==> config.mk <==
export PLATFORM = sky130hd
export DESIGN_NAME = weightBank
export DESIGN_NICKNAME = d
export VERILOG_FILES = /design/src/hdl/weightBank.sv
export SDC_FILE = /design/constraint.sdc
export NUM_CORES = 2
export LEC_CHECK = 0
export ABC_AREA = 1
export BUFFER_PORTS_ARGS = -buffer_cell sky130_fd_sc_hd__buf_2
export CAP_MARGIN = 0
export CORE_MARGIN = 8
export CORE_UTILIZATION = 50
export DETAILED_ROUTE_END_ITERATION = 12
export PLACE_DENSITY_LB_ADDON = 0.1
export SYNTH_ARGS = -nofsm -noshare
export SYNTH_HDL_FRONTEND = slang
export SYNTH_SLANG_ARGS = --single-unit
==> constraint.sdc <==
create_clock -name clk -period 5.5 [get_ports clk]
set_input_delay 1.1 -clock clk [delete_from_list [all_inputs] [get_ports clk]]
set_output_delay 1.1 -clock clk [all_outputs]
set_load 0.005 [all_outputs]
==> src/hdl/weightBank.sv <==
// Row memory with synchronous write and combinational read
`timescale 1ns/1ps
`default_nettype none

module weightBank #(
	parameter int rowCount = 32,
	parameter int rowWidth = 60
) (
	input  logic                        clk,
	input  logic                        writeEnable,
	input  logic [$clog2(rowCount)-1:0] writeRow,
	input  logic [$clog2(rowCount)-1:0] readRow,
	input  logic [rowWidth-1:0]         writeData,
	output logic [rowWidth-1:0]         readData
);

	logic [rowWidth-1:0] rows [rowCount];

	always_ff @(posedge clk) begin
		if (writeEnable) begin
			rows[writeRow] <= writeData;
		end
	end

	// Row is visible in the same cycle as its address
	assign readData = rows[readRow];

endmodule

`default_nettype wire

Yosys cells after proc, flatten, opt, wreduce, memory -nomap -nowiden
Memory sizes are Yosys's and may differ from the RTL's.
Index checks and enable logic that the tools add are counted.
{"block": "totals", "regBits": 0, "ram_bits": 1920, "memories": 1}
{"block": "op_classes", "muxes": 2}
{"memory": "rows", "words": 32, "word_bits": 60, "rd": 1, "rd_ports_with_merged_regs": 0, "write_ports": 1, "line_no": "17", "rtl": "logic [rowWidth-1:0] rows [rowCount];"}
{"cell": "1-bit 2-to-1 mux", "n": 2}

Longest topological paths before layout
{"block": "depth", "ltp_word": 2, "ltp_mapped": 13, "depth_no_buf": 9}

Worst setup path after synthesis
OpenSTA, ideal clock, no wires.
{"block": "synth_path", "kind": "in2reg", "from": "input writeRow[0]", "to": "memory rows[0][0] (enable)", "setup_time_ps": 478, "t_arrival_ps": 3912, "t_required_ps": 5022, "setup_slack_ps": 1110, "stages": 3, "path_cell_list": "inv_1 > nand3_1 > nor2_1"}
{"element": "start, declared", "line_no": "11", "rtl": "input logic [$clog2(rowCount)-1:0] writeRow,"}
{"element": "end, declared", "line_no": "17"}
Straight into the memory's write port.

Worst setup path after layout
{"block": "layout_path", "from": "input readRow[0]", "to": "output readData[9]"}
{"block": "layout_via", "elab_chain_cells": 1}
{"element": "start, declared", "line_no": "12", "rtl": "input logic [$clog2(rowCount)-1:0] readRow,"}
{"element": "memory read 32 x 60 bit"}
{"element": "end, declared", "line_no": "14", "rtl": "output logic [rowWidth-1:0] readData"}
Every way passes these cells.

==> reports/metrics.cfg <==
[run_status]
status = finished clean

[floorplanning]
start_util = 0.503
rows = 144
io_pins = 132
core_area_um2 = 154000
die_area_um2 = 168000
fp.dieH_um = 409
die_x_um = 409

[placed_design]
place.gp.congestion = 0.754
place_area_um2 = 80500
io_buffers = 131
dpl.hpwl_mm = 103

[flow_run]
cap_viol_max_count = 0

[final_layout]
area_delta_synth_final_pct = 11.6
final_cell_area_um2 = 86400
top_register = rows
nets = 6646
drive_gt1_frac = 0.0827
top_regs = rows (1920)
largest_register_ffs = 1920

[global_route]
busiest_layer = met2
grtUsageMet3 = 0.0452
grtUsageMet2 = 0.399
grt_overflow = 0
grt_pass1_wl_mm = 320
met1_usage = 0.370
grt_use_total = 0.255
grt_start_max_net_pins = 147
antenna_found_initial = 16
grt_pass1_vias = 47545

[clocking]
cts-root-buf = clkbuf_16
cts_post_setup_buffers_inserted = 0
cts_tree = done
cts.sinks = 1920
max-clock-path-buffers = 3
cts_resized = 0
cts_max_level = 4
postCtsHoldBufs = 0
clkSlewWorstSetupHoldPaths_ns = 0.06
numCtsBuffers = 193

[detailed_routing]
detail-route-antenna-nets = 0
drt_iter0_drc = 5653
drt_wl_total_mm = 219
wl_per_cell_um = 24.9
vias = 49953
viasPerCell = 5.69
dr.pass1.iters = 6
drc = 0

[synthesis]
synth_nets = 6598
synth_top_area_cell = edfxtp_1
synthArstFlopShare = 0
post_synth_num_cell_types = 14
yosys_most_used_dff = edfxtp_1
synth_area_um2 = 77400
netlist.area_leader.share = 0.745
yosysMostFrequentCell = nand2_1
synth.avg_cell_area_um2 = 11.9
ys_top_cells_by_count = 2700 x nand2_1, 1920 x edfxtp_1, 1452 x nand3_1, 264 x buf_2, 76 x clkbuf_1
synth_cells = 6526
yosysSeqAreaShare = 0.745
synth_edf_count = 1920
ys_ff_latch = 1920
yosysWarnings = 0
synthTopCellsByArea = edfxtp_1 75%, nand2_1 13%, nand3_1 9.4%, buf_2 1.7%, buf_4 0.37%

[timing]
hold_viol_final = 0
max_slew.worst_pin.slew_ns = 1.16
setup_viol = 0
slew_viol_final = 0
max_slew_margin = 0.229
rsz0062_at_grt = no
fin_crit_ns = 4.64
min_period_over_period = 0.843
fin_setup_tns_ns = 0
fmax_mhz = 216

[hold_path]
hp-class = in2reg
min_from = writeData[42]

[critical_path]
cp_slowest_cell = buf_4
cp-start-kind = input pin
arrival_ns = 3.54
crit_type = in2out
cp-end-kind = primary output
path_common_cell = nand2_1
path_max_fanout = 130
max_stage_delay_ns = 0.51
path_cells = buf_8, inv_16, buf_4, nand2_1, nand3_1, nand3_1, nand2_1, nand2_1, nand2_1, nand2_1, nand2_1, buf_2
startpoint = readRow[0]
required_ns = 4.40

[power]
power_density_nw_per_um2 = 355
ir_worst_vdd_v = 0.000263
leakagePower_nw = 31.5

==> per-layer routing <==
layer | up-vias | share of wire
met3 | 338 | 0.079
li1 | 22907 | -
met5 | - | 0.00024
met2 | 1991 | 0.46
met4 | 8 | 0.024
met1 | 24709 | 0.44
==> final cells by class <==
cell class	instances	area, um^2
diodes	9	22.5
clock buffers	244	5150
clock inverters	100	739
fillers	12859	67500
inverters	10	76.3
multi-input cells	4184	17800
flip-flops and latches	1920	57700
well taps	2044	2560
repair buffers	265	2400
==> kinds of logic after synthesis <==
logic type,Yosys count,synth area share
and+or+nand+nor,4184,0.226
DFF,1920,0.745
buffers and inverters,422,0.0283
==> path summary, 6_finish.rpt <==
path | to | slack (ns) | cells past startpoint
max | readData[9] | 0.86 | 12
min | rows[10][42] | 0.78 | 1
==> cells in the final DEF, fill, tap and decap left out, types with 34 or more instances in the layout <==
cell and n:
nand2_1 2700, edfxtp_1 1920, nand3_1 1452, clkbuf_16 199, buf_2 126, buf_4 79
buf_12 56, clkbuf_1 45, clkinv_1 45, clkinv_2 34
==> through the flow <==
step	util	power [W]	instances	setup WS (ns)	hold slack (ns)
2_1_floorplan	-	0.0177	6526	1.11	1.20
3_3_place_gp	0.523	0.0185	8423	0.972	1.60
3_5_place_dp	0.523	0.0185	8423	0.966	1.61
4_1_cts	0.561	0.0308	8767	0.975	0.729
5_1_grt	0.561	0.0316	8769	0.792	0.775
6_report	0.561	0.0306	8776	0.862	0.783
==> report_power, final <==
part / internal, W / switching, W / total (W)
combinational: 0.000488 / 0.00139 / 0.00188
clock: 0.00704 / 0.00538 / 0.0124
sequential: 0.0163 / 0.0000367 / 0.0163
total: 0.0238 / 0.00681 / 0.0306
==> worst max-delay path: cells and delay by family <==
kind	cells	cell delay [ns]
buffers and inverters	4	1.28
and+or+nand+nor	8	0.83
No activity file was read; power rests on OpenSTA's default activity.
