**config.mk**
```make
export PLATFORM = sky130hd
export DESIGN_NAME = outputLayer
export DESIGN_NICKNAME = d
export VERILOG_FILES = /design/src/common/nnShapePkg.sv /design/src/common/nnLoadPkg.sv /design/src/outputLayer/argmaxTree.sv /design/src/outputLayer/outputLayer.sv
export SDC_FILE = /design/constraint.sdc
export NUM_CORES = 2
export LEC_CHECK = 0
export ABC_AREA = 1
export ABC_CLOCK_PERIOD_IN_PS = 11700
export BUFFER_PORTS_ARGS = -buffer_cell sky130_fd_sc_hd__buf_2
export CORE_MARGIN = 4
export CORE_UTILIZATION = 40
export DETAILED_ROUTE_END_ITERATION = 10
export SYNTH_ARGS = -nofsm -noshare
export SYNTH_HDL_FRONTEND = slang
export SYNTH_SLANG_ARGS = --single-unit
```
**constraint.sdc**
```tcl
create_clock -name clk -period 11.7 [get_ports clk]
set_input_delay 1.17 -clock clk [delete_from_list [all_inputs] [get_ports clk]]
set_output_delay 1.17 -clock clk [all_outputs]
set_load 0.03 [all_outputs]
```
**src/common/nnShapePkg.sv**
```systemverilog
// Network dimensions, index widths and the data types of both layers
`default_nettype none

package nnShapePkg;

	// Network shape
	localparam int pixelCount  = 784;
	localparam int hiddenCount = 32;
	localparam int classCount  = 10;

	// Index types
	typedef logic [$clog2(pixelCount)-1:0] pixelIndex_t;
	typedef logic [$clog2(hiddenCount)-1:0] hiddenIndex_t;
	typedef logic [$clog2(classCount)-1:0] classIndex_t;

	// Leaves of the argmax reduction, padded to a power of two
	localparam int argmaxLeaves = 2 ** $bits(classIndex_t);

	// Layer 1 arithmetic, accumulator wraps modulo 2^7
	typedef logic signed [4:0] l1Weight_t;
	typedef logic signed [6:0] hiddenSum_t;
	typedef logic [6:0] hiddenValue_t;

	// Layer 2 arithmetic, accumulator wraps modulo 2^16
	typedef logic signed [5:0] l2Weight_t;
	typedef logic signed [15:0] classSum_t;

	// Rows and vectors, element 0 in the low bits
	typedef l1Weight_t [hiddenCount-1:0] l1Row_t;
	typedef l2Weight_t [classCount-1:0] l2Row_t;
	typedef hiddenValue_t [hiddenCount-1:0] hiddenVector_t;
	typedef classSum_t [classCount-1:0] classVector_t;

endpackage

`default_nettype wire

```
**src/common/nnLoadPkg.sv**
```systemverilog
// Layer select and the write word shared by both weight loaders
`default_nettype none

package nnLoadPkg;

	import nnShapePkg::*;

	typedef enum logic {
		layerOne = 1'b0,
		layerTwo = 1'b1
	} layerSel_t;

	// Layer 2 row sits in the low bits, the rest of the word is unused
	typedef struct packed {
		logic [$bits(l1Row_t)-$bits(l2Row_t)-1:0] unused;
		l2Row_t row;
	} l2Padded_t;

	// Same write word, decoded per layer
	// Lane n of l1 feeds hidden node n, lane c of l2 feeds class c
	typedef union packed {
		l1Row_t l1;
		l2Padded_t l2;
	} loadWord_t;

endpackage

`default_nettype wire

```
**src/outputLayer/argmaxTree.sv**
```systemverilog
// Signed argmax over the class sums, lowest index wins a tie
`timescale 1ns/1ps
`default_nettype none

module argmaxTree
	import nnShapePkg::*;
(
	input  classVector_t sums,
	output classIndex_t  winner
);

	classSum_t levelSum [argmaxLeaves];
	classIndex_t levelIdx [argmaxLeaves];

	always_comb begin
		// Unused leaves hold the most negative sum and a high index
		for (int i = 0; i < argmaxLeaves; i++) begin
			levelSum[i] = (i < classCount) ? sums[i] : {1'b1, {($bits(classSum_t)-1){1'b0}}};
			levelIdx[i] = classIndex_t'(i);
		end
		// Pairwise levels, left operand always covers the lower indices
		for (int width = argmaxLeaves / 2; width > 0; width = width / 2) begin
			for (int k = 0; k < width; k++) begin
				if (levelSum[2*k+1] > levelSum[2*k]) begin
					levelSum[k] = levelSum[2*k+1];
					levelIdx[k] = levelIdx[2*k+1];
				end else begin
					levelSum[k] = levelSum[2*k];
					levelIdx[k] = levelIdx[2*k];
				end
			end
		end
		winner = levelIdx[0];
	end

endmodule

`default_nettype wire

```
**src/outputLayer/outputLayer.sv**
```systemverilog
// Layer 2 sequencer with 10 multiply-accumulators, bias row and prediction register
`timescale 1ns/1ps
`default_nettype none

module outputLayer
	import nnShapePkg::*;
	import nnLoadPkg::*;
(
	input  logic          clk,
	input  logic          reset,
	input  logic          hiddenReady,
	input  hiddenVector_t hiddenValues,
	input  logic          weightWriteEnable,
	input  logic          biasWriteEnable,
	input  layerSel_t     layerSelect,
	input  pixelIndex_t   writeAddress,
	input  loadWord_t     writeWord,
	input  l2Row_t        bankRow,
	input  logic          predictionReceived,
	output logic          hiddenTaken,
	output hiddenIndex_t  bankAddress,
	output logic          bankWrite,
	output logic          predictionReady,
	output classIndex_t   predictionOut
);

	logic busy;
	logic accumulating;
	logic biasWrite;
	hiddenIndex_t nodeCount;

	hiddenVector_t hiddenCopy;
	l2Row_t biasRow;
	classVector_t sums;
	classIndex_t winner;

	// Only the low address bits select a layer 2 row
	assign bankWrite = weightWriteEnable & (layerSelect == layerTwo);
	assign biasWrite = biasWriteEnable & (layerSelect == layerTwo);
	assign bankAddress = bankWrite ? writeAddress[$bits(hiddenIndex_t)-1:0] : nodeCount;

	// Take a vector only while idle and the last prediction has been read
	assign hiddenTaken = hiddenReady & ~predictionReady & ~busy;

	argmaxTree argmax_i (
		.sums   (sums),
		.winner (winner)
	);

	// --------------------------------------------------------------------------
	// Sequencer: take, 32 accumulate steps, argmax
	// --------------------------------------------------------------------------

	always_ff @(posedge clk or posedge reset) begin
		if (reset) begin
			busy <= 1'b0;
			accumulating <= 1'b0;
			nodeCount <= '0;
			predictionReady <= 1'b0;
		end else begin
			if (hiddenTaken) begin
				busy <= 1'b1;
				accumulating <= 1'b1;
				nodeCount <= '0;
			end else if (accumulating) begin
				nodeCount <= nodeCount + 1'b1;
				if (nodeCount == hiddenIndex_t'(hiddenCount - 1)) begin
					accumulating <= 1'b0;
				end
			end else if (busy) begin
				busy <= 1'b0;
				predictionReady <= 1'b1;
			end
			if (predictionReceived) begin
				predictionReady <= 1'b0;
			end
		end
	end

	// --------------------------------------------------------------------------
	// Datapath
	// --------------------------------------------------------------------------

	always_ff @(posedge clk) begin
		if (biasWrite) begin
			biasRow <= writeWord.l2.row;
		end
		if (hiddenTaken) begin
			hiddenCopy <= hiddenValues;
		end
		for (int c = 0; c < classCount; c++) begin
			if (hiddenTaken) begin
				sums[c] <= classSum_t'(biasRow[c]);
			end else if (accumulating) begin
				// Hidden value is unsigned, product wraps at 16 bits
				sums[c] <= sums[c] + classSum_t'(bankRow[c]) *
					classSum_t'(hiddenCopy[nodeCount]);
			end
		end
		if (busy && !accumulating && !hiddenTaken) begin
			predictionOut <= winner;
		end
	end

endmodule

`default_nettype wire

```
* After elaboration in Yosys (flattened, before gate mapping)
Cells that the tools add are included.
Word-level totals: register bits after elaboration 456, output and inout port bits 12, input bits 461, logic and storage cells 162
Operators by class: eq/ne operators 4, bitwise gates (word level) 6, reduce and logical (&&, ||, !) cells 7, $lt $le $gt $ge 12, $mul 10, add/subtract/negate cells 11, muxes and demuxes 55
Operator list (number):
- 2-to-1 mux 16 bit | 30
- adder 16 x 14 -> 16 bit | 10
- > comparator 16 bit | 9
- multiplier 6 x 8 -> 14 bit | 10
- binary-select mux 7 bit (select 5 bit) | 1
- > comparator 16 bit, first input constant | 2
- 2-to-1 mux 5 bit | 3
- 2-to-1 mux 1 bit | 14
- 2-to-1 mux 4 bit | 3
- 2-to-1 mux 7 bit | 1
- less-than comparator 5 x 6 -> 1 bit, second input constant | 1
- != test 2 bit, second input constant | 3
- adder 5 x 1 -> 5 bit, second input constant | 1
- == test 5 bit, second input constant | 1
- AND 1 bit | 4
- 2-to-1 mux 2 bit | 2
- nonzero test 2 bit | 2
- 2-to-1 mux 3 bit | 1
- AND reduction 3 bit | 1
- logical AND 1 bit | 2
- logical NOT 1 bit | 2
- NOT 1 bit | 2

* Logic depth before layout (Yosys ltp)
depth after elaboration 8, depth in mapped cells 54

* Cells and area by module
A second synthesis with hierarchy kept.
Unflattened totals: cells, all modules 5214, area, all modules 43828.3 um^2
Modules (own cells, without submodules):
- outputLayer | cells each 4334, times used 1, sequential area each 13653.1 um^2, area an instance 38585.8 um^2
- argmaxTree | cells each 880, times used 1, sequential area each 0.0 um^2, area an instance 5242.5 um^2

* Worst setup path before layout
OpenSTA, ideal clock, no wires.
path kind input-to-output, start in hiddenReady, end out hiddenTaken, slack 1.931 ns, cell stages on the path 5, arrival 8.599 ns, buffers on the path 3, cells stage by stage inv_1 -> nor3_1 -> clkbuf_1 -> buf_1 -> buf_1
On the way: cells in the longest elaborated chain, start to end 2
Ends and longest elaborated chain:
- start, declared | line outputLayer.sv:11 | input logic hiddenReady,
- AND 1 bit (2 in a row) | line outputLayer.sv:43 | assign hiddenTaken = hiddenReady & ~predictionReady & ~busy;
- end, declared | line outputLayer.sv:20 | output logic hiddenTaken,
Every way passes these cells.

==> summary.md <==
| Metric | Value |
|---|---|
| Status | `finished clean` |
| Global-route wire length before repair | `176800 um` |
| Full die area | `107800 um2` |
| Critical path peak fanout | `34` |
| Remaining DRCs | `0` |
| Die Wd | `328.4 um` |
| Routed via count | `31410` |
| EDFF count, synth | `448` |
| Final Critical Period | `8.785 ns` |
| RSZ-0062 raised after global routing | `no` |
| Most common cell in the netlist | `inv_1` |
| Core area | `101900 um2` |
| Mean post-synth cell area | `9.040 um2` |
| Drt total wl | `114300 um` |
| Cts repair resizes | `0` |
| Antenna violations before repair | `37` |
| Final period util | `75.09%` |
| Asr flop ratio synth | `1.754%` |
| Cell taking the most area after synthesis | `edfxtp_1` |
| Area Overhead vs Synth | `12.58%` |
| Synth top area cells | `edfxtp_1 33%, ha_1 17%, fa_1 15%, inv_1 8.0%, nand2_1 7.2%` |
| Non-Filler Instances | `6282` |
| Vias in the first global route | `31430` |
| Clock Tree Buf Depth | `3` |
| RD Place Congestion | `0.8724` |
| Ys flop type | `edfxtp_1` |
| Max incr delay on CP | `0.78 ns` |
| Final Cell Area | `46230 um2` |
| Slowest cell on crit path | `o21ai_0` |
| Hold Vio Cnt, Final | `0` |
| Critical path type | `reg -> reg` |
| Vias per std cell | `5.000` |
| Worst-Margin Slew | `1.166 ns` |
| Placed Cells | `6158` |
| CP Data Required Time | `12.11 ns` |
| MaxCap Viol Count | `0` |
| Root Buffer | `clkbuf_16` |
| Final slew viol count | `0` |
| Crit path top cell by count | `nand2_1` |
| Final setup fails | `0` |
| Hold-fix buffers, CTS | `0` |
| Pin count of the biggest net entering global routing | `159` |
| DRT iter0 DRCs | `2023` |
| Syn nets | `5868` |
| Crit path DAT | `9.19 ns` |
| Fmax | `113.8 MHz` |
| Worst Skew | `0.06406 ns` |
| Core Util, Final | `45.37%` |
| Post-Syn Area | `41060 um2` |
| Yosys top cell area share | `32.76%` |
| Clk sinks | `456` |
| CP Launch Type | `flop` |
| Ports | `473` |
| Multi-input gate area | `23510 um2` |
| Yosys reg bits | `456` |
| Post-Synthesis Cells | `4542` |
| Initial core utilization | `40.30%` |
| Postcts setup bufs | `0` |
| Nature of the critical path endpoint | `flop` |
| Synth warn | `0` |
| H-tree depth | `2` |
| Cell variety after synth | `44` |
| Total track usage | `21.15%` |
| TritonCTS Buffers | `57` |
| Die extent in y | `328.4 um` |
| Port buffer count | `367` |
| Clk_lat worst skew | `0.69 ns` |
| Clock-pin slew on the worst setup and hold paths | `0.06 ns` |
| Total grt overflow | `0` |
| Fill count | `9856` |
| Antenna Nets Post-Route | `0` |
| Placed cell areas | `44290 um2` |
| Slew Limit Headroom | `21.80%` |
| DP Wirelength | `86170 um` |
| Routed length per instance | `18.20 um` |
| Setup TNS | `0 ns` |
| Drt pass-1 iters | `5` |
| TritonCTS clock tree | `done` |
| Seq/Total Area, Yosys | `33.25%` |
| Fraction of layout cells with a size suffix above 1 | `11.40%` |
| Register area | `13660 um2` |
| Nets | `6175` |
| Row cnt | `117` |
| Class of the worst hold path | `in -> async` |
| Most common library cells after synthesis | `876 x inv_1, 793 x nand2_1, 555 x ha_1, 478 x nor2_1, 448 x edfxtp_1` |
## per-stage QoR
stage	setup WS, ns	hold WS (ns)
6_report	2.915	0.4215
2_1_floorplan	1.931	0.4558
5_1_grt	1.791	0.4141
4_1_cts	2.932	0.3781
3_3_place_gp	3.150	0.4755
3_5_place_dp	2.963	0.4873
## final timing paths
path / startpoint / end / slack, ns / cells past startpoint
max in group asynchronous: reset / nodeCount[0] / 11.00 / 2
min in group clk: nodeCount[3] / nodeCount[3] / 0.50 / 1
min reg2reg: nodeCount[3] / nodeCount[3] / 0.50 / 1
max: sums[95] / predictionOut[0] / 2.91 / 43
max reg2reg: sums[95] / predictionOut[0] / 2.91 / 43
min: reset / busy / 0.42 / 2
## cell families after synthesis
group | share of synthesized area, %
AND/OR/NAND/NOR | 13.46
buffers and inverters | 9.562
adder cells (fa/ha/maj) | 32.03
AO/OA/AOI/OAI | 9.827
flip-flops | 33.25
XOR/XNOR | 1.877
## area by class of cell
type	count	area share [%]
multi-input combinational	3052	50.86
inverter	883	7.178
timing repair buffer	399	4.520
tap	1368	3.703
sequential	456	29.54
clock buffer	58	3.094
clock inverter	47	1.001
antenna	19	0.1029
## routing by layer
metal | vias to the layer above | global-route usage (%) | wire, um
met2 | 795 | 35.38 | 53790
met5 | - | 0 | 181
li1 | 15370 | - | -
met4 | 28 | 7.181 | 3986
met1 | 15000 | 27.64 | 49540
met3 | 210 | 3.935 | 6813
## registers in the layout, summed over array words and instances (netlist names)
register	flops
hiddenCopy	224
sums	160
biasRow	60
nodeCount	5
predictionOut	4
accumulating	1
busy	1
predictionReady	1
## layout by cell type, fill, tap and decap left out, drive strengths merged, types with 34 or more instances in the layout
cell type	count
xor2	41
nor2	479
inv	882
edfxtp	448
o31ai	34
buf	399
xnor2	47
clkinv	36
a21oi	139
ha	555
o22ai	34
o21ai	373
nand2	807
clkbuf	58
fa	310
nand3	65
## critical path, delay by kind of cell (launching register included)
kind | cells | cell delay, ns
compound gates | 15 | 3.21
simple gates | 17 | 2.76
fa+ha+maj | 4 | 1.26
buf+inv | 6 | 0.71
flops | 1 | 0.43
xor+xnor | 1 | 0.15
Power is not shown: default switching activity piles up to over one toggle a cycle in this logic, so the estimate is an artifact.
