File: config.mk
export PLATFORM = sky130hd
export DESIGN_NAME = hiddenLayer
export DESIGN_NICKNAME = d
export VERILOG_FILES = /design/src/common/nnShapePkg.sv /design/src/common/nnLoadPkg.sv /design/src/hiddenLayer/hiddenLayer.sv
export SDC_FILE = /design/constraint.sdc
export NUM_CORES = 1
export LEC_CHECK = 0
export BUFFER_PORTS_ARGS = -buffer_cell sky130_fd_sc_hd__buf_2
export CORE_MARGIN = 2
export CORE_UTILIZATION = 25
export CTS_CLUSTER_DIAMETER = 120
export DETAILED_ROUTE_END_ITERATION = 8
export MAX_ROUTING_LAYER = met4
export PLACE_DENSITY_LB_ADDON = 0.25
export SLEW_MARGIN = 15
export SYNTH_ARGS = -nofsm -noshare
export SYNTH_HDL_FRONTEND = slang
export SYNTH_SLANG_ARGS = --single-unit
File: constraint.sdc
create_clock -name clk -period 17.45 [get_ports clk]
set_input_delay 2.6175 -clock clk [delete_from_list [all_inputs] [get_ports clk]]
set_output_delay 2.6175 -clock clk [all_outputs]
set_load 0.02 [all_outputs]
File: src/common/nnShapePkg.sv
// Network dimensions, index widths and the data types of both layers
`default_nettype none

package nnShapePkg;

	// Network shape
	localparam int pixelCount  = 784;
	localparam int hiddenCount = 32;
	localparam int classCount  = 10;

	// Index types
	typedef logic [$clog2(pixelCount)-1:0] pixelIndex_t;
	typedef logic [$clog2(hiddenCount)-1:0] hiddenIndex_t;
	typedef logic [$clog2(classCount)-1:0] classIndex_t;

	// Leaves of the argmax reduction, padded to a power of two
	localparam int argmaxLeaves = 2 ** $bits(classIndex_t);

	// Layer 1 arithmetic, accumulator wraps modulo 2^7
	typedef logic signed [4:0] l1Weight_t;
	typedef logic signed [6:0] hiddenSum_t;
	typedef logic [6:0] hiddenValue_t;

	// Layer 2 arithmetic, accumulator wraps modulo 2^16
	typedef logic signed [5:0] l2Weight_t;
	typedef logic signed [15:0] classSum_t;

	// Rows and vectors, element 0 in the low bits
	typedef l1Weight_t [hiddenCount-1:0] l1Row_t;
	typedef l2Weight_t [classCount-1:0] l2Row_t;
	typedef hiddenValue_t [hiddenCount-1:0] hiddenVector_t;
	typedef classSum_t [classCount-1:0] classVector_t;

endpackage

`default_nettype wire

File: src/common/nnLoadPkg.sv
// Layer select and the write word shared by both weight loaders
`default_nettype none

package nnLoadPkg;

	import nnShapePkg::*;

	typedef enum logic {
		layerOne = 1'b0,
		layerTwo = 1'b1
	} layerSel_t;

	// Layer 2 row sits in the low bits, the rest of the word is unused
	typedef struct packed {
		logic [$bits(l1Row_t)-$bits(l2Row_t)-1:0] unused;
		l2Row_t row;
	} l2Padded_t;

	// Same write word, decoded per layer
	// Lane n of l1 feeds hidden node n, lane c of l2 feeds class c
	typedef union packed {
		l1Row_t l1;
		l2Padded_t l2;
	} loadWord_t;

endpackage

`default_nettype wire

File: src/hiddenLayer/hiddenLayer.sv
// Layer 1 sequencer with 32 accumulators, bias row, ReLU and output register
`timescale 1ns/1ps
`default_nettype none

module hiddenLayer
	import nnShapePkg::*;
	import nnLoadPkg::*;
(
	input  logic          clk,
	input  logic          reset,
	input  logic          queueReady,
	input  logic          queueEmpty,
	input  pixelIndex_t   queueIndex,
	input  logic          weightWriteEnable,
	input  logic          biasWriteEnable,
	input  layerSel_t     layerSelect,
	input  pixelIndex_t   writeAddress,
	input  loadWord_t     writeWord,
	input  l1Row_t        bankRow,
	input  logic          hiddenTaken,
	output logic          dequeue,
	output pixelIndex_t   bankAddress,
	output logic          bankWrite,
	output logic          hiddenReady,
	output hiddenVector_t hiddenValues
);

	logic running;
	logic firstStep;
	logic start;
	logic accumulate;
	logic finish;
	logic biasWrite;

	l1Row_t biasRow;
	hiddenSum_t acc [hiddenCount];

	// Weight and bias loading
	assign bankWrite = weightWriteEnable & (layerSelect == layerOne);
	assign biasWrite = biasWriteEnable & (layerSelect == layerOne);
	assign bankAddress = bankWrite ? writeAddress : queueIndex;

	// New frame only once the previous result has left the output register
	assign start = ~running & queueReady & ~hiddenReady;
	assign accumulate = running & ~queueEmpty;
	assign finish = running & queueEmpty;

	// First step also pops an empty frame so its bank is released
	assign dequeue = running & (~queueEmpty | firstStep);

	// --------------------------------------------------------------------------
	// Sequencer
	// --------------------------------------------------------------------------

	always_ff @(posedge clk or posedge reset) begin
		if (reset) begin
			running <= 1'b0;
			firstStep <= 1'b0;
			hiddenReady <= 1'b0;
		end else begin
			if (start) begin
				running <= 1'b1;
				firstStep <= 1'b1;
			end else if (running) begin
				firstStep <= 1'b0;
				if (queueEmpty) begin
					running <= 1'b0;
					hiddenReady <= 1'b1;
				end
			end
			if (hiddenTaken) begin
				hiddenReady <= 1'b0;
			end
		end
	end

	// --------------------------------------------------------------------------
	// Accumulators and ReLU
	// --------------------------------------------------------------------------

	always_ff @(posedge clk) begin
		if (biasWrite) begin
			biasRow <= writeWord.l1;
		end
		for (int n = 0; n < hiddenCount; n++) begin
			if (start) begin
				acc[n] <= hiddenSum_t'(biasRow[n]);
			end else if (accumulate) begin
				// Sign-extended weight, sum wraps at 7 bits
				acc[n] <= acc[n] + hiddenSum_t'(bankRow[n]);
			end
			if (finish) begin
				hiddenValues[n] <= acc[n][$bits(hiddenSum_t)-1] ? '0 : hiddenValue_t'(acc[n]);
			end
		end
	end

endmodule

`default_nettype wire

* Yosys cells after proc, flatten, opt, wreduce, memory -nomap -nowiden
Memory sizes are Yosys's and may differ from the RTL's.
Index checks and enable logic that the tools add are counted.
Widths: inputs -> output; s select.
** Word-level totals
- Register bits :: 387
- RAM bits :: 224
- Input port bits :: 348
- Word-level logic and storage cells :: 228
- Memories kept :: 1
** Memories
- acc :: words 32, width 7, read ports 32, clocked after memory_dff 0, wr ports 32, line hiddenLayer.sv:36 : hiddenSum_t acc [hiddenCount];
** Operators by class
- $add $sub $neg :: 32
- Equal/unequal tests :: 1
- Muxes and demuxes :: 47
- Bitwise gates (word level) :: 44
- Reductions and logical operators :: 4
** Operator list (number)
- $add 7x5->7 :: 32
- $mux 7 :: 32
- $or 1x1->1 :: 33
- $mux 1 :: 14
- $mux 10 :: 1
- $and 1x1->1 :: 7
- $reduce_bool 2->1 :: 3
- $not 1->1 :: 4
- $reduce_and 3->1 :: 1
- $ne 2x2->1 const B :: 1

* Logic depth before layout (Yosys ltp)
Gate-level depths: netlist of the first run.
- Depth in word-level cells :: 6
- Gate-level depth with buffers :: 7
- Mapped depth without buffers :: 6

* Least setup slack after synthesis of the first run
No wires, ideal clock.
- Path type :: input -> register
- From :: input queueReady
- To :: memory acc[0][0] in the netlist's numbering (enable)
- Data arrival time :: 18304 ps
- Required time :: 16332 ps
- Path slack :: -1972 ps
- Stages :: 2
- Path buffers :: 0
- Path through :: nand2b_1 > o21ai_0
** RTL lines
- start: declaration :: line hiddenLayer.sv:11 : input logic queueReady,
- end: declaration :: line hiddenLayer.sv:36

* Final worst setup path of the first run
- From :: input layerSelect
- To :: output bankAddress[9]
** Between the ends
- Word-level cells in the longest chain between the ends :: 3
** RTL lines
- start: declaration :: line hiddenLayer.sv:16 : input layerSel_t layerSelect,
- $not 1->1 :: line hiddenLayer.sv:39 : assign bankWrite = weightWriteEnable & (layerSelect == layerOne);
- $and 1x1->1 :: line hiddenLayer.sv:39
- $mux 10 :: line hiddenLayer.sv:41 : assign bankAddress = bankWrite ? writeAddress : queueIndex;
- end: declaration :: line hiddenLayer.sv:22 : output pixelIndex_t bankAddress,
No other way between the ends.

==> results of run 1 <==
## routing by layer
| metal | routed length (um) | global-route usage (%) | up-vias |
|---|---|---|---|
| met5 | 0 | - | - |
| met4 | 1860 | 4.08 | 0 |
| met3 | 5080 | 4.10 | 104 |
| met2 | 36100 | 21.4 | 471 |
| met1 | 31700 | 15.7 | 8584 |
| li1 | - | - | 8914 |
## kinds of logic (layout without fill, tap and decap cells)
group,after synthesis,count (layout)
AOI/OAI and AO/OA,388,388
xor gates and xnor gates,160,160
adders and majority gates,224,224
buffers and inverters,82,697
DFF,579,579
muxes,10,10
other,1,55
and+or+nand+nor,616,616
## sequential cells by signal (all words and copies together) (netlist names)
signal	count
hiddenReady	1
firstStep	1
hiddenValues	192
biasRow	160
acc	224
running	1
## layout make-up
class                           count  area, um2
Timing Repair Buffer              566       2890
Sequential cell                   579      17400
Fill cell                       11300      76000
Clock inverter                     35        312
Clock buffer                       94       2020
Multi-Input combinational cell   1430      10300
Inverter                            2       7.51
Antenna cell                       23       57.6
Tap cell                         1488       1860
## final timing paths
kind                             endpoint  cells after the start  slack [ps]          from
setup / recovery           bankAddress[9]                      4       10840   layerSelect
hold / removal                 acc[1][29]                      2         500  biasRow[101]
setup reg to reg               acc[1][27]                      5       14320       running
hold reg to reg                acc[1][29]                      2         500  biasRow[101]
max in group asynchronous         running                      2       15430         reset
min in group asynchronous     hiddenReady                      2        1870         reset
## tightest hold or removal path: stages (launching register included)
cell,delay (ps)
sky130_fd_sc_hd__edfxtp_1,310
sky130_fd_sc_hd__nand2_1,40
sky130_fd_sc_hd__nand2_1,50
## placed cells by master, fill, tap and decap left out, drive strengths merged
master    instances
xor2             64
and3             32
conb             32
a21o             96
fa               32
nand2           288
inv               4
nand4            64
a21boi            1
nor2b           195
clkinv           26
xnor2            96
nand2b            2
diode            23
a211o            32
bufinv            5
buf             566
and2              1
a221oi           32
mux2             10
clkbuf           94
nor2              2
a21oi            65
clkinvlp          2
dfrtp             3
ha              192
edfxtp          576
o21ai           130
nand3            32
a31oi            32
## where the power goes
part / switching, W / internal, W
clock network: 0.000602 / 0.000890
registers: 0.000110 / 0.00180
logic: 0.000540 / 0.000376
total: 0.00125 / 0.00306
## metrics by stage
step / utilization, % / area (um2) / total power (W)
final: 31.4 / 34800 / 0.00431
after global routing: 31.4 / 34800 / 0.00457
after CTS: 31.3 / 34700 / 0.00440
after detailed placement: 29.2 / 32400 / 0.00286
after global placement: 29.2 / 32400 / 0.00286
after floorplan: - / 28100 / 0.00261
==> summary by stage, run 1 <==
Timing
The actual slew at the worst max-slew pin is 1030 ps. Based on the critical path, the design can be clocked at up to 0.151 GHz. The count of endpoints failing setup in the final report is 0. The smallest setup slack after layout is 10840 ps. The final max-slew violation count is 0. The worst path uses 37.9% of the clock period. The count of final hold-check violations came to 0. The aggregate negative setup slack is 0 ps. The worst slew slack as a fraction of its limit is 31.4%.

The minimum hold slack is 505 ps. The clock arrives with 17.7 ps of skew. Subtracting the final worst setup slack from the clock period gives 6610 ps. Setup repair after global routing left no endpoint under its margin.

Worst hold path
In this run the worst hold path is classified as register to register.

Status
The run finished with clean final reports.

Placed design
After detailed placement, the design holds a cell count of 4065. The wire-length estimate of the detail-placed layout is 52900 um. The number of buffer cells added on primary ports is 552.

The congestion estimate from routability-driven global placement came to 0.808. The worst slack at placement is 10830 ps.

Synthesis
The number of synthesized flops with an enable pin is 576. The fraction of the mapped netlist area in compound gates is 8.81%. Counting flops with an async set or reset pin after synthesis yields a share of 0.518%. The count of yosys warnings during synthesis is 0. The number of library cell types mapped by synthesis is 28. The cell area that synthesis handed to floorplanning was 0.0280 mm2.

The top cell type by area accounts for 61.8% of the synthesized area. After synthesis, the share of cell area in mux cells is 0.403%. The main combinational cell family by area after synthesis is simple AND/OR/NAND/NOR gates. Counting flops and latches in the post-synthesis netlist gives 579. The cell type contributing the most total cell area after synthesis is sky130_fd_sc_hd__edfxtp_1. The synthesized-area fraction occupied by xor and xnor cells is 5.01%. In this run the mean area of a mapped cell was 13.6 um2.

The synthesized netlist devotes 11.0% of its cell area to simple gates. Summing the sequential cell areas from Yosys gives 62.1% of the chip area. After technology mapping, the gate count stands at 2060.

The fraction of the mapped netlist area in adder cells is 10.9%. The most common cell in the synthesized netlist is sky130_fd_sc_hd__edfxtp_1. By count the netlist is led by sky130_fd_sc_hd__edfxtp_1, sky130_fd_sc_hd__nand2_1, sky130_fd_sc_hd__nor2b_1, sky130_fd_sc_hd__ha_1, sky130_fd_sc_hd__o21ai_0. After synthesis, the cell types taking the most area are sky130_fd_sc_hd__edfxtp_1, sky130_fd_sc_hd__ha_1, sky130_fd_sc_hd__nor2b_1. The dominant synthesized flop cell is sky130_fd_sc_hd__edfxtp_1.

Critical path
The maximum cell stage delay along the critical path is 660 ps. The worst setup path is of the input port to primary output kind. The cell family with the largest share of critical-path delay is simple AND/OR/NAND/NOR gates. The slowest stage of the critical path belongs to the cell sky130_fd_sc_hd__nor2b_1. The signal on the critical path passes through buf_2 > nor2b_1 > mux2_2 > buf_2.

The number of buffers and inverters on the critical path is 2. The data required time at the worst endpoint is 14830 ps. The peak fanout along the critical path is 11. The arrival time at the worst endpoint is 3990 ps. Counting stages on the worst path, the most repeated cell is sky130_fd_sc_hd__buf_2. STA classifies the critical path startpoint as an input port.

The worst setup path is captured at a primary output.

Run
The tool flagged a number of max-cap violations equal to 0.

CTS
The clock reaches the later pin of the worst-skew pair after 620 ps. The post-CTS setup buffer count is 0. The root buffer cell is sky130_fd_sc_hd__clkbuf_16. After clock tree synthesis, the clock-pin slew on the worst setup and hold paths is 50 ps. The number of buffers on the longest clock path is 3. CTS saw 579 sinks. The number of instances resized during post-cts repair is 0. The depth of the CTS H-tree is 3. Hold repair after CTS inserted 0 buffers.

Clock tree synthesis inserted a total of 73 buffers. TritonCTS built the clock tree.

Floorplanning
The die covers 0.115 mm2. The placeable core region is 0.111 mm2. The initialized floorplan defines 122 standard-cell rows. The die width is 339 um. For this configuration, the core starts out at a cell density of 25.2%.

The vertical extent of the die is 339 um. The number of primary I/O pins is 585.

Route
Once detail routing completed, the nets flagged for antenna violations numbered 0. The via count is 18100. The final routed DRC violation total is 0. The number of detailed-routing iterations run before antenna repair is 5. After detailed routing, the number of vias per cell comes to 4.29. The first routing iteration left 905 violations. The final wirelength is 74700 um. The average wire per cell in the routed design is 17.7 um.

Global routing
The number of global-route vias before repair is 18400. For this run, the total global-route usage over all layers was measured as 13.2%. Summed over all layers, the global routing overflow is 0. The initial antenna violation count was 25. The global-route wire length before repair is 113000 um. The maximum number of pins on one net before global-route repair is 133.

Cells and area
The final cell count without fillers is 4217. In the final design database the tool counted 3224 nets. The layout overhead on the synthesized area is 24.4%. The layout cell share with drive strength beyond 1 is 25.3%.

Power and ir drop
In this run the power density over the cells is 124 mW/mm2. In this run the static leakage power is 14.2 nW. The maximum vdd drop is 0.0776 mV.
Note: power is estimated with default switching activity, not from simulation.
==> run 2, diff against run 1 <==
==> constraint.sdc (replaced) <==
create_clock -name clk -period 5.5 [get_ports clk]
set_input_delay 0.825 -clock clk [delete_from_list [all_inputs] [get_ports clk]]
set_output_delay 0.825 -clock clk [all_outputs]
set_load 0.02 [all_outputs]
==> run 2 against run 1 <==
  * Power increased to 3.2 times the previous value
  * Worst setup slack got worse by 8300 ps
  * Non-clock buffer count decreased by 1
  * Final area increased by 0.27%
  * Global-route usage increased by 0.26 points
  * Count of clock-buffer cells in the layout increased by 1
  * Clock power increased to 3.2 times the previous value
  * Wire length increased by 1.7%
  * Sequential power increased to 3.2 times the previous value
  * Core utilization increased by 0.085 points
  * Die area unchanged
  * Final cell count increased by 0.26%
==> summary by stage, run 2 (same netlist as run 1, synthesis figures left out) <==
Power and ir drop
The combinational power share is 21.5% (+0.3 points). The leakage power came to 14.2 nW (about the same). The switching portion of total power was 29.3% (+0.27 points).

The internal portion of total power is 0.00970 W (+220%). The clock share of power is 34.6% (about the same). The net switching power is 0.00402 W (+220%). The power share of the sequential group was 43.9% (-0.3 points). The maximum vdd drop is 0.198 mV (+150%).

The power density normalized to cell area is 393 mW/mm2 (+220%). The total power after layout is 0.0137 W (+220%).

CTS
The clock buffer count from CTS is 74 (+1.4%). The clock sink count is 579 (unchanged). The post-CTS setup buffer count is 0 (unchanged). The clock transition at the registers of the reported paths is 60 ps (about the same). The insertion delay to the later sink of the worst-skew pair was 630 ps (about the same). The clock tree from TritonCTS is built. The root buffer cell is sky130_fd_sc_hd__clkbuf_16. The number of buffers on the longest clock path is 3 (unchanged). The depth of the CTS H-tree came to 3 (unchanged).

Global routing
The overall overflow remaining after global route came to 0 (unchanged). The maximum number of pins on one net before global-route repair is 143 (+7.5%). The initial antenna violation count is 33 (+32%). The global-route wire length before repair came to 114000 um (+1.7%). The total routing usage reported by global routing is 13.5% (+0.26 points).

The number of global-route vias before repair was 18500 (+1.0%).

Cells and area
The register ranked first by flip-flop count is acc. The largest registers in the layout are acc x224, hiddenValues x192, biasRow x160. The multi-input logic area came to 0.0103 mm2 (unchanged).

The library cell used most frequently in the layout, excluding fill and tap cells, is sky130_fd_sc_hd__edfxtp_1. The final-layout fill cell count came to 11300 (-0.19%). The post-route core utilization is 31.5% (+0.085 points).

The flip-flop count of the largest register after layout is 224 (unchanged). The layout cell share with drive strength beyond 1 is 25.2% (-0.16 points). The top cell types in the final layout, fill and taps aside, are sky130_fd_sc_hd__edfxtp_1, sky130_fd_sc_hd__buf_2, sky130_fd_sc_hd__nand2_1. The area of all sequential standard cells was 0.0174 mm2 (unchanged). The final layout net count is 3224 (unchanged).

From synthesis to final layout, the design area changed by 24.7%.

Timing
Setup repair after global routing left no endpoint under its margin. The actual slew at the worst max-slew pin was 847 ps (-182 ps). The smallest setup slack after layout is 2520 ps (-8320 ps). The count of final hold-check violations was 0 (unchanged). The final worst clock skew is 21.5 ps (+3.83 ps). The minimum hold slack is 345 ps (-160 ps).

The final max-slew violation count is 0 (unchanged). The count of endpoints failing setup in the final report came to 0 (unchanged). The final clock period utilization by the worst path is 54.2%. For this run, the top clock speed supported by timing is 0.335 GHz. The aggregate negative setup slack is 0 ps (unchanged). The worst slew slack as a fraction of its limit is 43.5% (+12 points). The minimum clock period is 2980 ps.

Critical path
The maximum cell stage delay along the critical path is 650 ps (about the same). The data required time at the worst endpoint is 4680 ps (-10150 ps). The critical-path cell with the highest stage delay is sky130_fd_sc_hd__nor2b_1. STA classifies the critical path endpoint as a primary output. The peak fanout along the critical path is 11 (unchanged). The arrival time at the worst endpoint was 2160 ps (-1830 ps).

The critical path goes through buf_2 > nor2b_1 > mux2_2 > buf_2. STA classifies the critical path startpoint as an input port. By instance count, the cell type seen most on the critical path is sky130_fd_sc_hd__buf_2. The worst setup path is of the input port to primary output kind.

Placed design
The last weighted congestion value of the routability-driven placer is 0.801 (-0.90%). The half-perimeter wire length of the detailed placement result is 53800 um (+1.6%). The number of buffer cells added on primary ports is 552 (unchanged). The worst slack at placement is 2450 ps (-8380 ps).

Route
The final antenna-violating net count was 0 (unchanged). The iteration-0 DRC count of the detailed router is 834 (-7.8%). The final wirelength is 76000 um (+1.7%). The via count is 18100 (-0.12%). The number of detailed-routing iterations run before antenna repair came to 5 (unchanged). The average vias per placed instance is 4.27 (-0.38%). The final routed DRC violation total came to 0 (unchanged). The average wire per cell in the routed design is 18.0 um (+1.4%).

Floorplanning
The die width is 339 um (unchanged). The initial core utilization is 25.2% (unchanged). The standard-cell row count is 122 (unchanged). The number of primary I/O pins came to 585 (unchanged). The placeable core region was 0.111 mm2 (unchanged). The area enclosed by the die boundary is 0.115 mm2 (unchanged). The vertical extent of the die is 339 um (unchanged).

Run
The max-capacitance violation count is 0 (unchanged).

Status
The flow ran to the end, and the final reports show no timing, DRC or antenna violations.

Worst hold path
The min-delay analysis places its worst path in the category input port to register.
[run 2: cell count changes in the layout (fill, tap and decap cells not counted), sizes merged]
cell	before	now
clkinvlp	2	3
buf	566	564
clkinv	26	25
clkbuf	94	95
diode	23	33
dlygate4sd3	0	1
inv	4	5
[run 2: repair_timing]
action,in CTS,in global routing
resized for setup,0,0
hold endpoints to repair,3,0
hold buffers,1,0
endpoints found under the setup margin,0,0
[run 2: worst max-delay path: cells and delay by family]
kind | cells | cell delay (ps)
buffers and inverters | 2 | 280
multiplexers | 1 | 410
AND/OR/NAND/NOR | 1 | 650
[run 2: per-stage QoR]
stage | area (um2) | cells
after CTS | 34800 | 4195
after floorplan | 28100 | 2091
final | 34900 | 4228
after detailed placement | 32500 | 4063
after global placement | 32500 | 4063
after global routing | 34900 | 4226
[run 2: final cells by class]
cell class                      count  area share [%]
Sequential cell                   579            49.8
Multi-Input combinational cell   1430            29.4
Timing Repair Buffer              565            8.53
Clock buffer                       95            5.75
Tap cell                         1488            5.34
Clock inverter                     36           0.904
Antenna cell                       33           0.237
Inverter                            2          0.0215
[run 2: final timing paths]
check | from | to | slack, ps | cells after the start
min in group asynchronous | reset | hiddenReady | 630 | 3
max in group asynchronous | reset | running | 4740 | 3
setup reg to reg | running | acc[1][43] | 2960 | 4
hold / removal | hiddenTaken | hiddenReady | 350 | 2
setup / recovery | layerSelect | bankAddress[5] | 2520 | 4
hold reg to reg | biasRow[101] | acc[1][29] | 490 | 2
[run 2: layer usage]
metal	vias to the layer above	global-route usage [%]	part of all wire [%]
met1	8551	15.3	41
met5	-	-	0
met4	0	4.48	2.5
li1	8930	-	-
met3	128	4.30	6.9
met2	442	22.4	49
[run 2: power groups by stage]
stage          combinational (W)  clock (W)  sequential, W
3_3_place_gp             0.00298          0        0.00612
4_1_cts                  0.00301    0.00493        0.00604
6_report                 0.00295    0.00474        0.00603
3_5_place_dp             0.00299          0        0.00613
5_1_grt                  0.00333    0.00510        0.00611
2_1_floorplan            0.00193          0        0.00626
